File: src/source/unpack_pkg.sv
package unpack_pkg;

   // width of the bit-level count and of the width request
   // 8 bits covers a queue of up to 255 bits, so IN_W stays at or below 127
   localparam int unsigned LEVEL_W = 8;

   // controller state
   typedef enum logic [1:0] {
      // normal streaming of words and fields
      ST_STREAM = 2'd0,
      // draining full fields after a flush request
      ST_FLUSH  = 2'd1,
      // padded final field on the output
      ST_LAST   = 2'd2
   } ctrl_state_e;

   // per-cycle command from the controller to the data blocks
   typedef struct packed {
      // append the input word at this edge
      logic load;
      // remove the presented field at this edge
      logic take;
      // presented field is the zero-padded final one
      logic pad;
   } shift_cmd_t;

endpackage

File: src/source/bit_level_cnt.sv
`timescale 1ns/10ps

module bit_level_cnt #(
   parameter int unsigned IN_W = 16
) (
   input  logic                           clk_i,
   input  logic                           rst_n_i,
   input  unpack_pkg::shift_cmd_t         cmd_i,
   input  logic [unpack_pkg::LEVEL_W-1:0] width_i,
   output logic [unpack_pkg::LEVEL_W-1:0] level_o
);

   localparam logic [unpack_pkg::LEVEL_W-1:0] IN_LEVEL = IN_W[unpack_pkg::LEVEL_W-1:0];

   logic [unpack_pkg::LEVEL_W-1:0] level_q;
   logic [unpack_pkg::LEVEL_W-1:0] level_d;
   logic [unpack_pkg::LEVEL_W-1:0] add_amt;
   logic [unpack_pkg::LEVEL_W-1:0] sub_amt;

   always_comb begin
      add_amt = cmd_i.load ? IN_LEVEL : '0;
      sub_amt = cmd_i.take ? width_i : '0;
      if (cmd_i.take && cmd_i.pad) begin
         // padded field empties the queue whatever its width
         level_d = '0;
      end else begin
         level_d = level_q + add_amt - sub_amt;
      end
   end

   always_ff @(posedge clk_i) begin
      if (!rst_n_i) begin
         level_q <= '0;
      end else begin
         level_q <= level_d;
      end
   end

   assign level_o = level_q;

endmodule

File: src/source/bit_shift_reg.sv
`timescale 1ns/10ps

module bit_shift_reg #(
   parameter int unsigned IN_W    = 16,
   parameter int unsigned FIELD_W = 12
) (
   input  logic                           clk_i,
   input  logic                           rst_n_i,
   input  unpack_pkg::shift_cmd_t         cmd_i,
   input  logic [IN_W-1:0]                in_data_i,
   input  logic [unpack_pkg::LEVEL_W-1:0] width_i,
   input  logic [unpack_pkg::LEVEL_W-1:0] level_i,
   output logic [FIELD_W-1:0]             field_o
);

   // queue depth, one word left over plus one new word
   localparam int unsigned QW = 2 * IN_W;

   // valid bits sit in queue_q[level-1:0], oldest bit on top
   logic [QW-1:0] queue_q;
   logic [QW-1:0] queue_d;
   logic [QW-1:0] keep_mask;
   logic [QW-1:0] kept;
   logic [QW-1:0] data_ext;
   logic [QW-1:0] head_al;

   logic [unpack_pkg::LEVEL_W-1:0] keep_cnt;
   logic [unpack_pkg::LEVEL_W-1:0] drop_sh;
   logic [unpack_pkg::LEVEL_W-1:0] pad_sh;

   logic [FIELD_W-1:0] field_mask;

   assign data_ext = {{IN_W{1'b0}}, in_data_i};

   // queue update
   always_comb begin
      if (cmd_i.take && cmd_i.pad) begin
         keep_cnt = '0;
      end else if (cmd_i.take) begin
         keep_cnt = level_i - width_i;
      end else begin
         keep_cnt = level_i;
      end

      // taken head bits are cleared so the queue stays zero above level
      keep_mask = ~({QW{1'b1}} << keep_cnt);
      kept      = queue_q & keep_mask;

      // new word lands right behind the bits that remain
      if (cmd_i.load) begin
         queue_d = (kept << IN_W) | data_ext;
      end else begin
         queue_d = kept;
      end
   end

   always_ff @(posedge clk_i) begin
      if (!rst_n_i) begin
         queue_q <= '0;
      end else begin
         queue_q <= queue_d;
      end
   end

   // field extraction
   always_comb begin
      drop_sh = level_i - width_i;
      pad_sh  = width_i - level_i;

      if (cmd_i.pad) begin
         // short remainder moves up, zeros fill the low end
         head_al = queue_q << pad_sh;
      end else begin
         // head width_i bits down to bit 0
         head_al = queue_q >> drop_sh;
      end

      field_mask = ~({FIELD_W{1'b1}} << width_i);
      field_o    = head_al[FIELD_W-1:0] & field_mask;
   end

endmodule

File: src/source/bit_unpacker.sv
`timescale 1ns/10ps

module bit_unpacker #(
   parameter int unsigned IN_W    = 16,
   parameter int unsigned FIELD_W = 12
) (
   input  logic                           clk_i,
   input  logic                           rst_n_i,
   input  logic                           in_valid_i,
   input  logic [IN_W-1:0]                in_data_i,
   output logic                           in_ready_o,
   input  logic                           flush_i,
   input  logic [unpack_pkg::LEVEL_W-1:0] width_i,
   output logic                           field_valid_o,
   output logic [FIELD_W-1:0]             field_o,
   output logic                           last_o,
   input  logic                           field_ready_i
);

   logic [unpack_pkg::LEVEL_W-1:0] level;
   unpack_pkg::shift_cmd_t         cmd;

   // handshakes and flush sequencing
   unpack_ctrl #(
      .IN_W(IN_W)
   ) u_ctrl (
      .clk_i        (clk_i),
      .rst_n_i      (rst_n_i),
      .in_valid_i   (in_valid_i),
      .flush_i      (flush_i),
      .field_ready_i(field_ready_i),
      .width_i      (width_i),
      .level_i      (level),
      .in_ready_o   (in_ready_o),
      .field_valid_o(field_valid_o),
      .last_o       (last_o),
      .cmd_o        (cmd)
   );

   // number of bits held
   bit_level_cnt #(
      .IN_W(IN_W)
   ) u_level (
      .clk_i  (clk_i),
      .rst_n_i(rst_n_i),
      .cmd_i  (cmd),
      .width_i(width_i),
      .level_o(level)
   );

   bit_shift_reg #(
      .IN_W   (IN_W),
      .FIELD_W(FIELD_W)
   ) u_shift (
      .clk_i    (clk_i),
      .rst_n_i  (rst_n_i),
      .cmd_i    (cmd),
      .in_data_i(in_data_i),
      .width_i  (width_i),
      .level_i  (level),
      .field_o  (field_o)
   );

endmodule

File: src/source/unpack_ctrl.sv
`timescale 1ns/10ps

module unpack_ctrl #(
   parameter int unsigned IN_W = 16
) (
   input  logic                           clk_i,
   input  logic                           rst_n_i,
   input  logic                           in_valid_i,
   input  logic                           flush_i,
   input  logic                           field_ready_i,
   input  logic [unpack_pkg::LEVEL_W-1:0] width_i,
   input  logic [unpack_pkg::LEVEL_W-1:0] level_i,
   output logic                           in_ready_o,
   output logic                           field_valid_o,
   output logic                           last_o,
   output unpack_pkg::shift_cmd_t         cmd_o
);

   // word width in the level domain
   localparam logic [unpack_pkg::LEVEL_W-1:0] IN_LEVEL = IN_W[unpack_pkg::LEVEL_W-1:0];

   unpack_pkg::ctrl_state_e state_q;
   unpack_pkg::ctrl_state_e state_d;

   logic full_field;
   logic has_bits;
   logic in_last;

   assign full_field = (level_i >= width_i);
   assign has_bits   = (level_i != '0);
   assign in_last    = (state_q == unpack_pkg::ST_LAST);

   // room for one more word only while streaming
   assign in_ready_o = (state_q == unpack_pkg::ST_STREAM) && (level_i <= IN_LEVEL);

   // a full field, or the short remainder once flushing ends
   assign field_valid_o = full_field || (in_last && has_bits);
   assign last_o        = in_last && has_bits;

   assign cmd_o.load = in_valid_i && in_ready_o;
   assign cmd_o.take = field_valid_o && field_ready_i;
   assign cmd_o.pad  = in_last;

   always_comb begin
      state_d = state_q;
      case (state_q)
         unpack_pkg::ST_STREAM: begin
            if (flush_i) begin
               state_d = unpack_pkg::ST_FLUSH;
            end
         end
         unpack_pkg::ST_FLUSH: begin
            // full fields keep draining through the normal path
            if (!has_bits) begin
               state_d = unpack_pkg::ST_STREAM;
            end else if (!full_field) begin
               state_d = unpack_pkg::ST_LAST;
            end
         end
         unpack_pkg::ST_LAST: begin
            if (cmd_o.take || !has_bits) begin
               state_d = unpack_pkg::ST_STREAM;
            end
         end
         default: begin
            state_d = unpack_pkg::ST_STREAM;
         end
      endcase
   end

   always_ff @(posedge clk_i) begin
      if (!rst_n_i) begin
         state_q <= unpack_pkg::ST_STREAM;
      end else begin
         state_q <= state_d;
      end
   end

endmodule

File: config.mk
export PLATFORM = sky130hd
export DESIGN_NAME = bit_unpacker
export DESIGN_NICKNAME = d
export VERILOG_FILES = /design/src/source/unpack_pkg.sv /design/src/source/bit_level_cnt.sv /design/src/source/bit_shift_reg.sv /design/src/source/bit_unpacker.sv /design/src/source/unpack_ctrl.sv
export SDC_FILE = /design/constraint.sdc
export NUM_CORES = 1
export LEC_CHECK = 0
export ABC_AREA = 1
export BUFFER_PORTS_ARGS = -buffer_cell sky130_fd_sc_hd__buf_2
export CORE_UTILIZATION = 30
export CTS_CLUSTER_SIZE = 14
export DETAILED_ROUTE_END_ITERATION = 10
export HOLD_SLACK_MARGIN = 0.02
export SETUP_SLACK_MARGIN = 0.15
export SLEW_MARGIN = 5
export SYNTH_ARGS = -nofsm -noshare
export SYNTH_HDL_FRONTEND = slang
export SYNTH_HIERARCHICAL = 1
export SYNTH_SLANG_ARGS = --single-unit
File: constraint.sdc
create_clock -name clk_i -period 3.7 [get_ports clk_i]
set_clock_uncertainty 0.2 [all_clocks]
set_input_delay 0.74 -clock clk_i [delete_from_list [all_inputs] [get_ports clk_i]]
set_output_delay 0.74 -clock clk_i [all_outputs]
set_load 0.005 [all_outputs]
== Yosys cells after proc, flatten, opt, wreduce, memory -nomap -nowiden ==
Index checks and enable logic that the tools add are counted.
Cells by class
  add/sub/neg operators: 4
  $lt $le $gt $ge: 2
  equality and inequality tests: 5
  bitwise logic cells: 6
  multiplexer cells: 11
  reduce and logical (&&, ||, !) cells: 12
  shift-type cells: 4
Operator list (count)
  bitwise AND 32 bit: 1
  2-to-1 mux 32 bit: 1
  NOT 32 bit: 1
  OR 32 x 16 -> 32 bit: 1
  left shift 32 x 8 -> 12 bit: 1
  left shift 32 x 8 -> 32 bit (first input constant): 1
  >> shifter 32 x 8 -> 12 bit: 1
  2-to-1 mux 8 bit: 3
  subtractor 8 bit: 3
  bitwise AND 12 bit: 1
  2-to-1 mux 12 bit: 1
  NOT 12 bit: 1
  left shift 12 x 8 -> 12 bit (first input constant): 1
  adder 8 bit: 1
  >= comparator 8 bit: 1
  <= comparator 8 x 5 -> 1 bit (second input constant): 1
  2-to-1 mux 2 bit: 4
  nonzero test 8 bit: 1
  one-hot mux 2 bit (3 select lines): 1
  logical AND 1 bit: 5
  2-to-1 mux 5 bit: 1
  != test 2 bit (second input constant): 2
  != test 3 bit (second input constant): 1
  AND reduction 3 bit: 1
  other kinds (7): 8
Word-level totals
  input port bits: 29
  output and inout port bits: 15
  register bits: 42
  logic and storage cells: 47

== Longest topological paths before layout ==
Gate-level depths: netlist of run 1.
  depth after elaboration: 11
  gate-level depth with buffers: 26
  gate-level depth less buffers: 25

== Modules after synthesis ==
Netlist of run 1, hierarchy kept.
By module, submodules not included
  bit_shift_reg: area an instance 4571.9 um^2, instances 1, cells an instance 814, sequential area each 640.6 um^2
  bit_level_cnt: area an instance 649.4 um^2, instances 1, cells an instance 91, sequential area each 160.2 um^2
  unpack_ctrl: area an instance 488.0 um^2, instances 1, cells an instance 80, sequential area each 40.0 um^2

== Least setup slack after synthesis of run 1 ==
No wires, ideal clock.
  path type: in2reg
  from: input port width_i[7] (netlist name)
  to: register u_level.level_q, in the netlist u_level/level_o[5]
  data required time: 3.387 ns
  path slack: -0.058 ns
  path buffers: 1
  data arrival time: 3.446 ns
  stages on the path: 16
  setup time: 0.113 ns
  cell sequence: inv_1 -> ha_1 -> nand2_1 -> nor2_1 -> nand4_1 -> nand3_2 -> nor2_1 -> nor2_1 -> buf_4 -> nand2_1 -> fa_1 -> ha_1 -> or2_1 -> and2_4 -> nor2_1 -> nor2_1
RTL lines
  start: declaration: line bit_unpacker.sv:13  | input logic [unpack_pkg::LEVEL_W-1:0] width_i,
  end signal: assignment: line bit_level_cnt.sv:35  | level_q <= level_d;
  end: declaration: line bit_level_cnt.sv:15  | logic [unpack_pkg::LEVEL_W-1:0] level_q;

== Worst setup path after layout of run 1 ==
  from: input port width_i[0] (netlist name)
  to: output port field_o[0]
Between the ends
  longest elaborated chain between the ends: 4
  elaborated cells on any way between the ends: 8
  classes of those cells: add/sub (2); shift (3); mux (1); bitwise (2)
Ends and longest elaborated chain
  subtractor 8 bit, on equally long branches: line bit_shift_reg.sv:67, bit_shift_reg.sv:68
  >> shifter 32 x 8 -> 12 bit / left shift 32 x 8 -> 12 bit (equally long branches): line bit_shift_reg.sv:75, bit_shift_reg.sv:72
  2-to-1 mux 12 bit: line bit_shift_reg.sv:70  | if (cmd_i.pad) begin
  bitwise AND 12 bit (*): line bit_shift_reg.sv:79  | field_o = head_al[FIELD_W-1:0] & field_mask;
  end: declaration: line bit_unpacker.sv:15  | output logic [FIELD_W-1:0] field_o,
Mark *: on every way between the ends. The rest lies on a longest branch, timed or not.

==> flow_summary_export.csv, run 1 <==
group,metric,value,unit
placement,gp_congestion,0.948,
clocking,clock_sinks,42,
global_routing,grt_overflow_total,0,
cells_and_area,n_antenna_cell,0,
die,die_h,140,um
die,start_util,0.305,
route,firstDrtPassIters,6,
synthesis,seq_area_frac_synth,0.147,
critical_path,worstPathRequired,2.76,ns
timing,holdWs,0.329,ns
timing,hold_viol_final,0,
critical_path,r2r_cells,21,
timing,worst_pin_slew,0.801,ns
clocking,cts.clk_slew.worst_paths,0.06,ns
timing,setup_ws,-0.353,ns
clocking,cts_tree,"yes",
global_routing,grt_start_max_net_pins,31,
worst_hold_path,worst_hold_path_type,"reg -> reg",
route,vias,7369,
die,fp.dieArea,19600,um^2
placement,place_inst,1342,
synthesis,synth.distinct_cells,45,
route,wl_met2,9730,um
global_routing,antenna_found_initial,0,
synthesis,synth_nets,1052,
worst_hold_path,holdPathStages,2,
cells_and_area,nNetsFinal,1211,
synthesis,syn_inst,985,
timing,finalSetupTns,-3.44,ns
critical_path,crit_path_start_kind,"primary input",
synthesis,yosys_warnings,6,
placement,io_buffers,43,
critical_path,cp-end-kind,"primary output",
route,via_per_inst,5.34,
die,core-area,18700,um^2
critical_path,rr_startpoint,"u_level/level_o[1]",
critical_path,reg2reg_setup_slack,0.44,ns
synthesis,syn_area_per_cell,5.80,um^2
die,fp.dieW,140,um
pwr,leakage,3.88,nW
synthesis,synthFlopType,"dfxtp_1",
cells_and_area,drive_above_1_share,0.375,
timing,rsz0062_at_grt,"yes",
cells_and_area,fillers,1932,
synthesis,syn_area,5710,um^2
route,m1WireLength,10800,um
cells_and_area,final_cell_count_no_fill,1379,
clocking,cts_max_path_buffers,2,
timing,fin_crit_sh,1.10,
worst_hold_path,hp-start,"u_shift/queue_q[17]",
route,dr_wl_met3,1550,um
route,routed_wl,22500,um
die,io_pins,44,
placement,dp_hpwl,17000,um
synthesis,synth_top_cell_by_area,"nand2_1",
die,rows,50,
critical_path,criticalPathCategory,"in -> out",
timing,slew_headroom,0.465,
cells_and_area,area_growth,48.5,%
worst_hold_path,hold_end,"u_shift/queue_q[17]",
critical_path,cp.arrival,3.11,ns
global_routing,grt_use_total,0.226,
status,outcome,"finished, violations left",
critical_path,path_max_fanout,6,
route,top_layer,"met4",
route,post_drt_wl_per_cell,16.3,um
status,violations,"setup timing",
run,drv_cap,0,
timing,period_needed,4.05,ns
synthesis,synth_top_area_share,0.166,
global_routing,grt_pass1_wl,35400,um
synthesis,synth-seq-cells,42,
clocking,clock_latency,0.29,ns
timing,slew_viol_final,0,
clocking,cts_made_buffers,5,
route,drc,0,
clocking,cts_max_level,2,
global_routing,grt_pass1_vias,6846,
synthesis,synth.most_common_cell,"nand2_1",
pwr,p_per_area,1040,nW/um^2
clocking,root_buffer,"clkbuf_16",
timing,setup_viol,12,
route,ant_nets,0,
pwr,vdd_ir_drop_max,0.507,mV
timing,max_freq,0.247,GHz
synthesis,ys_top_cells_by_area,"nand2_1 17%, dfxtp_1 15%, nand3_1 13%, ha_1 7.5%, a21oi_1 6.9%",
synthesis,yosys-top-cells-count,"252 x nand2_1, 146 x nand3_1, 87 x inv_1",
synthesis,synth_edf_count,0,
route,drt_iter0_markers,629,
synthesis,synthArstFlopShare,0,
critical_path,r2r_end,"u_level/level_o[5]",
-- metal layers --
metal | global-route usage | up-vias
li1 | - | 3616
met4 | 0.0619 | 0
met1 | 0.335 | 3400
met2 | 0.337 | 316
met3 | 0.0301 | 37
met5 | 0 | -
-- state kept, by name, indices dropped and copies added (netlist names) --
register,count
u_ctrl/state_q,2
u_shift/queue_q,32
u_level/level_o,8
-- where the power goes --
group          leakage [nW]  internal (mW)  switching (mW)
Combinational          3.46           3.27            4.31
Sequential            0.342          0.559           0.144
Clock                0.0771          0.319           0.183
Total                  3.88           4.15            4.64
-- what timing repair did --
action | 4_1_cts | 5_1_grt
setup endpoints to repair | 12 | 35
endpoints found under the hold margin | 0 | 0
gates resized for setup | 72 | 122
hold buffers | 0 | 0
pin swaps | 41 | 74
cloned | 6 | 0
setup buffers | 14 | 9
-- per-stage QoR --
stage / setup WS (ns) / power [mW] / instance area, um^2 / util
global placement: -0.344 / 6.65 / 7090 / 0.379
floorplan: 0.140 / 4.47 / 5750 / -
finish: -0.353 / 8.79 / 8480 / 0.453
CTS: -0.234 / 8.04 / 7870 / 0.421
detailed placement: -0.369 / 6.67 / 7090 / 0.379
global route: -0.474 / 9.48 / 8480 / 0.453
-- worst max-delay path, stage by stage --
cell and delay, ns:
buf_8 0.08, ha_4 0.12, inv_2 0.04, fa_2 0.34, nand2_2 0.09, nand2_2 0.07, nand3_4 0.08, nand3_4 0.10
nand2_8 0.13, buf_12 0.11, buf_12 0.09, buf_16 0.10, nand4_1 0.18, nand3_2 0.19, nand3_2 0.12, nand2_2 0.10
nand2_2 0.05, nand3_2 0.07, nand2_2 0.06, a21oi_2 0.13, buf_2 0.12
-- worst max path at each step --
stage                  startpoint          end  slack [ns]  depth (start not counted)
4_1_cts                width_i[0]   field_o[9]       -0.23                         22
5_1_grt        u_level/level_o[0]   field_o[0]       -0.47                         21
2_1_floorplan          width_i[0]  field_o[11]        0.14                         16
3_3_place_gp           width_i[0]   field_o[1]       -0.34                         19
6_report               width_i[0]   field_o[0]       -0.35                         21
3_5_place_dp           width_i[0]   field_o[9]       -0.37                         19
-- cells in the final DEF, fill, tap and decap left out, types with 3 or more instances in the layout --
cell type,instances
or2_1,4
o21ai_1,7
xor2_1,4
nor2_2,11
o21a_1,3
clkbuf_16,5
buf_2,39
inv_1,77
buf_16,4
nand2_4,8
a21oi_1,60
inv_2,28
buf_4,121
dfxtp_1,42
nand4_1,56
fa_2,3
nand3b_1,3
o211ai_1,6
nand2_2,40
nand3_1,94
nand2_1,221
nand3_4,3
nor2_4,9
ha_1,16
nand3_2,52
xor2_2,3
buf_6,19
o21ai_2,4
a21oi_2,22
buf_12,15
o22ai_2,4
inv_4,3
ha_4,17
o21ai_0,48
nor2_1,62
-- cell families (layout without fill, tap and decap cells) --
| family | count (synthesis) | after routing | share of synthesized area |
|---|---|---|---|
| xor gates and xnor gates | 9 | 9 | 0.0210 |
| buffers and inverters | 161 | 320 | 0.117 |
| DFF | 42 | 42 | 0.147 |
| adders and majority gates | 38 | 38 | 0.0885 |
| AOI/OAI and AO/OA | 163 | 163 | 0.158 |
| and+or+nand+nor | 571 | 572 | 0.466 |
| muxes | 1 | 1 | 0.00197 |
-- layout make-up --
| cell class | instances | area, um^2 | share of cell area |
|---|---|---|---|
| Multi-Input combinational cell | 783 | 4990 | 0.588 |
| Inverter | 112 | 434 | 0.0512 |
| Timing Repair Buffer | 200 | 1760 | 0.207 |
| Clock buffer | 6 | 129 | 0.0152 |
| Tap cell | 234 | 293 | 0.0345 |
| Sequential cell | 42 | 841 | 0.0992 |
| Clock inverter | 2 | 37.5 | 0.00443 |
Power figures use the tool's default switching activity.
==> run 2: changes to the inputs <==
Settings changed: MAX_ROUTING_LAYER from default to met4.
==> flow_summary_export.csv, run 2 (synthesis gave the netlist of run 1 again) <==
group,metric,value,unit
status,outcome,"finished, violations left",
status,violations,"setup timing",
critical_path,criticalPathCategory,"in -> out",
timing,worst_pin_slew,0.762,ns
die,die_h,140,um
clocking,cts_made_buffers,5,
global_routing,grtUsageMet2,0.335,
timing,setup_ws,-0.293,ns
critical_path,crit_family,"simple AND/OR/NAND/NOR gates",
critical_path,crit_path_cell_trace,"buf_12, ha_4, inv_2, fa_2, nand2_2, nand2_2, nand3_2, nand3_2, nand2_4, buf_12, buf_12, nand4_1, nand3_2, nand3_1, nand2_1, nand3_1, nand2_1, nand2_1, a21oi_2, buf_2",
route,firstDrtPassIters,5,
placement,place_inst,1338,
pwr,vdd_ir_drop_max,0.467,mV
timing,hold_viol_final,0,
clocking,cts.clk_slew.worst_paths,0.06,ns
cells_and_area,multi_input_area,4870,um^2
cells_and_area,mostFrequentLayoutCell,"nand2_1",
clocking,cts_max_path_buffers,2,
run,drv_cap,0,
die,rows,50,
timing,slew_headroom,0.492,
timing,finalSetupTns,-2.73,ns
critical_path,path_max_fanout,7,
critical_path,crit_path_start_kind,"primary input",
global_routing,antenna_found_initial,0,
cells_and_area,drive_above_1_share,0.369,
cells_and_area,nNetsFinal,1211,
global_routing,grt_use_met3,0.0280,
clocking,ctsHoldBuffers,0,
clocking,cts_max_level,2,
cells_and_area,largest_register_ff_count,32,
cells_and_area,regMostFlops,"u_shift/queue_q",
worst_hold_path,hp-start,"u_shift/queue_q[2]",
route,via_per_inst,5.33,
die,fp.dieW,140,um
critical_path,path_buf_inv,5,
placement,placedInstanceArea,7090,um^2
cells_and_area,seq_area,841,um^2
route,vias,7351,
timing,fin_crit_sh,1.08,
clocking,clock_latency,0.29,ns
die,fp.dieArea,19600,um^2
die,start_util,0.305,
clocking,root_buffer,"clkbuf_16",
global_routing,busiest_layer,"met2",
critical_path,slowest_delay,0.34,ns
timing,max_freq,0.250,GHz
critical_path,worst_path_max_delay_cell,"fa_2",
critical_path,r2r_cells,21,
pwr,leakage,3.88,nW
cells_and_area,area_growth,47.0,%
critical_path,cp-end-kind,"primary output",
critical_path,reg2reg_setup_slack,0.35,ns
cells_and_area,final_cell_mix,"223 x nand2_1, 119 x buf_4, 97 x nand3_1",
placement,pre_cts_ws,-0.400,ns
placement,dp_hpwl,16900,um
global_routing,grt_use_total,0.229,
critical_path,r2r_end,"u_level/level_o[5]",
route,drt_iter0_markers,801,
die,io_pins,44,
pwr,p_per_area,1030,nW/um^2
worst_hold_path,worst_hold_path_type,"reg -> reg",
route,ant_nets,0,
global_routing,grt.met1_usage,0.334,
route,post_drt_wl_per_cell,16.3,um
die,core-area,18700,um^2
clocking,clock_sinks,42,
route,drc,0,
critical_path,rr_startpoint,"u_level/level_o[1]",
cells_and_area,final_cell_count_no_fill,1379,
clocking,cts_tree,"yes",
placement,gp_congestion,0.973,
cells_and_area,fin_area,8390,um^2
global_routing,grt_pass1_wl,34900,um
cells_and_area,utilization,0.449,
global_routing,grt_pass1_vias,6609,
cells_and_area,fillers,1918,
global_routing,grt_overflow_total,0,
timing,slew_viol_final,0,
route,routed_wl,22500,um
cells_and_area,n_antenna_cell,0,
timing,setup_viol,12,
worst_hold_path,hold_end,"u_shift/queue_q[2]",
timing,rsz0062_at_grt,"yes",
global_routing,grt_start_max_net_pins,44,
worst_hold_path,holdPathStages,2,
critical_path,worstPathRequired,2.76,ns
placement,io_buffers,43,
timing,period_needed,3.99,ns
critical_path,cp.arrival,3.05,ns
==> run 2: cell count changes in the layout (fill, tap and decap cells not counted), moves of 3 or more <==
cell / previous run / this run
nor2_2: 11 / 18
nor2_1: 62 / 58
nand3_1: 94 / 97
nor2_4: 9 / 6
o22ai_1: 0 / 3
==> run 2: how the worst max path moves through the flow <==
| stage | from | slack [ns] | depth (start not counted) | end |
|---|---|---|---|---|
| CTS | width_i[0] | -0.20 | 20 | field_o[2] |
| floorplan | width_i[0] | 0.14 | 16 | field_o[11] |
| finish | width_i[0] | -0.29 | 20 | field_o[6] |
| global route | u_level/level_o[1] | -0.45 | 16 | field_o[8] |
| detailed placement | width_i[0] | -0.40 | 19 | field_o[9] |
| global placement | width_i[0] | -0.40 | 20 | field_o[4] |
==> run 2: power by group <==
| group | internal, mW | switching, mW | total (mW) | leakage (nW) |
|---|---|---|---|---|
| logic | 3.23 | 4.24 | 7.48 | 3.46 |
| clock network | 0.319 | 0.185 | 0.503 | 0.0771 |
| registers | 0.559 | 0.144 | 0.703 | 0.342 |
==> run 2: worst reg2reg max path: cells and delay by family, from the launching register on <==
family,cells,cell delay [ns]
flip-flops,1,0.56
AND/OR/NAND/NOR,13,1.21
buffers and inverters,5,0.44
adder cells (fa/ha/maj),3,0.86
==> run 2: routing by layer <==
metal / vias to the layer above / routed length, um
li1: 3609 / -
met1: 3404 / 10800
met2: 314 / 9690
met3: 24 / 1700
met4: 0 / 327
met5: - / 0
==> run 2: what timing repair did <==
action | 4_1_cts | 5_1_grt
gates cloned | 7 | 0
endpoints found under the setup margin | 13 | 31
setup buffers | 10 | 16
resized for setup | 87 | 95
pin swaps | 64 | 65
==> run 2: final cells by class <==
class,instances,area share
inverters,112,0.0514
clock inverters,2,0.00447
multi-input cells,782,0.581
repair buffers,200,0.212
well taps,234,0.0349
clock buffers,6,0.0154
flip-flops and latches,42,0.100
repair inverters,1,0.000447
==> run 2: through the flow <==
step / hold slack (ns) / power [mW]
after global routing: 0.323 / 9.35
after CTS: 0.299 / 8.07
after detailed placement: 0.291 / 6.75
final: 0.296 / 8.68
after global placement: 0.287 / 6.75
after floorplan: 0.262 / 4.47
==> run 3: changes to the inputs <==
Settings changed: ABC_AREA 1 to 0, ABC_CLOCK_PERIOD_IN_PS from default to 3700, SLEW_MARGIN 5 to default.
==> flow_summary_export.csv, run 3 <==
group,metric,value,unit
status,outcome,"finished, violations left",
status,violations,"setup timing",
cells_and_area,fillers,1690,
cells_and_area,area_growth,57.5,%
cells_and_area,final_cell_count_no_fill,1169,
clocking,cts_max_level,2,
global_routing,grt_pass1_wl,32400,um
timing,rsz0062_at_grt,"yes",
synthesis,syn_inst,720,
critical_path,cpMostUsedCell,"o211ai_1",
clocking,clock_latency,0.29,ns
die,core-area,18200,um^2
clocking,cts.clk_slew.worst_paths,0.06,ns
cells_and_area,final_cell_mix,"171 x buf_4, 65 x nand2_1, 49 x nor2_1",
pwr,vdd_ir_drop_max,0.306,mV
die,rows,49,
synthesis,synthArstFlopShare,0,
worst_hold_path,worst_hold_path_type,"reg -> reg",
die,fp.dieW,139,um
synthesis,synth-simple-area-share,0.219,
clocking,root_buffer,"clkbuf_16",
cells_and_area,drive_above_1_share,0.478,
critical_path,path_max_fanout,6,
clocking,ctsHoldBuffers,0,
route,routed_wl,21500,um
timing,slew_headroom,0.506,
pwr,leakage,3.73,nW
cells_and_area,n_antenna_cell,0,
critical_path,worstPathRequired,2.76,ns
cells_and_area,nNetsFinal,1006,
route,via_per_inst,5.55,
timing,holdWs,0.334,ns
global_routing,grt_use_total,0.215,
synthesis,yosys_warnings,6,
synthesis,synth-compound-area-share,0.272,
synthesis,synth.distinct_cells,90,
timing,max_freq,0.238,GHz
synthesis,synthXorXnorAreaFrac,0.0294,
global_routing,grt_pass1_vias,5978,
critical_path,path_buf_inv,6,
critical_path,cp-startpoint,"width_i[0]",
synthesis,synth_top_family_by_area,"compound AO/OA/AOI/OAI gates",
placement,dp_hpwl,16000,um
pwr,finalPower,7.99,mW
placement,placedInstanceArea,7520,um^2
route,drc,0,
cells_and_area,largest_register_ff_count,32,
synthesis,ys_top_cells_by_area,"dfxtp_1 15%, mux4_2 7.6%, ha_1 7.5%, mux2i_1 5.5%, nand2_1 4.7%",
synthesis,synth_top_cell_by_area,"dfxtp_1",
cells_and_area,fin_area,8910,um^2
placement,gp_congestion,0.963,
route,firstDrtPassIters,5,
critical_path,cp.arrival,3.27,ns
clocking,cts_tree,"yes",
synthesis,synth.most_common_cell,"nand2_1",
global_routing,antenna_found_initial,0,
die,fp.dieArea,19400,um^2
route,vias,6483,
worst_hold_path,hp-start,"u_shift/queue_q[28]",
timing,worst_pin_slew,0.739,ns
die,start_util,0.311,
timing,fin_crit_sh,1.14,
timing,slew_viol_final,0,
critical_path,worst_path_max_delay_cell,"mux4_2",
synthesis,synth_top_area_share,0.149,
clocking,cts_max_path_buffers,2,
cells_and_area,mostFrequentLayoutCell,"buf_4",
synthesis,synth_edf_count,0,
critical_path,rr_startpoint,"u_level/level_o[2]",
synthesis,synthFlopType,"dfxtp_1",
route,ant_nets,0,
synthesis,syn_area_per_cell,7.86,um^2
timing,finalSetupTns,-5.12,ns
placement,io_buffers,43,
cells_and_area,regMostFlops,"u_shift/queue_q",
timing,setup_viol,14,
critical_path,crit_path_start_kind,"primary input",
critical_path,crit_family,"compound AO/OA/AOI/OAI gates",
route,drt_iter0_markers,714,
timing,setup_ws,-0.508,ns
critical_path,cp-end-kind,"primary output",
placement,place_inst,1121,
critical_path,criticalPathCategory,"in -> out",
run,drv_cap,0,
synthesis,synth-adder-area-share,0.0893,
synthesis,yosys-top-cells-count,"71 x nand2_1, 58 x nor2_1, 42 x dfxtp_1, 42 x o21ai_0",
route,post_drt_wl_per_cell,18.4,um
die,io_pins,44,
clocking,cts_made_buffers,5,
global_routing,grt_overflow_total,0,
synthesis,synth-seq-cells,42,
pwr,p_per_area,897,nW/um^2
cells_and_area,utilization,0.489,
timing,hold_viol_final,0,
synthesis,syn_area,5660,um^2
critical_path,slowest_delay,0.50,ns
synthesis,synth_nets,787,
critical_path,crit_path_cell_trace,"buf_8, ha_4, inv_2, fa_2, buf_12, buf_16, inv_12, mux4_2, a221oi_2, o211ai_1, o211ai_1, a22oi_1, buf_2",
global_routing,grt_start_max_net_pins,41,
die,die_h,139,um
timing,period_needed,4.21,ns
synthesis,synth_mux_area_frac,0.172,
clocking,clock_sinks,42,
synthesis,seq_area_frac_synth,0.149,
placement,pre_cts_ws,-0.586,ns
-- run 3: what timing repair did --
action	in CTS	in global routing
resized for setup	65	125
setup buffers	15	21
pin swaps	26	55
endpoints found under the setup margin	22	46
gates cloned	2	2
-- run 3: layer usage --
layer	vias up	wire length, um	GRT usage
met1	3088	10100	0.307
met4	0	431	0.0515
met2	210	9880	0.328
li1	3141	-	-
met3	44	1060	0.0138
met5	-	0	-
-- run 3: logic make-up (layout without fill, tap and decap cells) --
kind of cell               Yosys count  in the layout
adders and majority gates           38             38
DFF                                 42             42
muxes                               68             68
buffers and inverters               88            307
and+or+nand+nor                    254            254
AOI/OAI and AO/OA                  214            214
xor gates and xnor gates            16             17
-- run 3: worst min-delay path, delay by kind of cell (launching register included) --
family	cells	cell delay [ns]
AO/OA/AOI/OAI	1	0.08
buffers and inverters	1	0.07
flip-flops	1	0.33
-- run 3: final timing paths --
kind | end | slack [ns] | depth (start not counted)
worst min-delay path | u_shift/queue_q[28] | 0.33 | 2
worst min register to register | u_shift/queue_q[28] | 0.33 | 2
worst max-delay path | field_o[6] | -0.51 | 13
worst max register to register | u_level/level_o[6] | 0.05 | 14
-- run 3: power breakdown --
| group | switching [mW] | internal [mW] | leakage, nW |
|---|---|---|---|
| combinational | 3.45 | 3.43 | 3.31 |
| clock | 0.188 | 0.250 | 0.0708 |
| sequential | 0.143 | 0.534 | 0.342 |
-- run 3: area by class of cell --
cell class                      instances  area [um^2]  area share
Tap cell                              229          287      0.0322
Clock inverter                          2         13.8     0.00154
Inverter                               41          176      0.0198
Sequential cell                        42          841      0.0944
Multi-Input combinational cell        591         5310       0.595
Timing Repair inverter                  1         8.76    0.000983
Clock buffer                            6          129      0.0145
Timing Repair Buffer                  257         2150       0.241
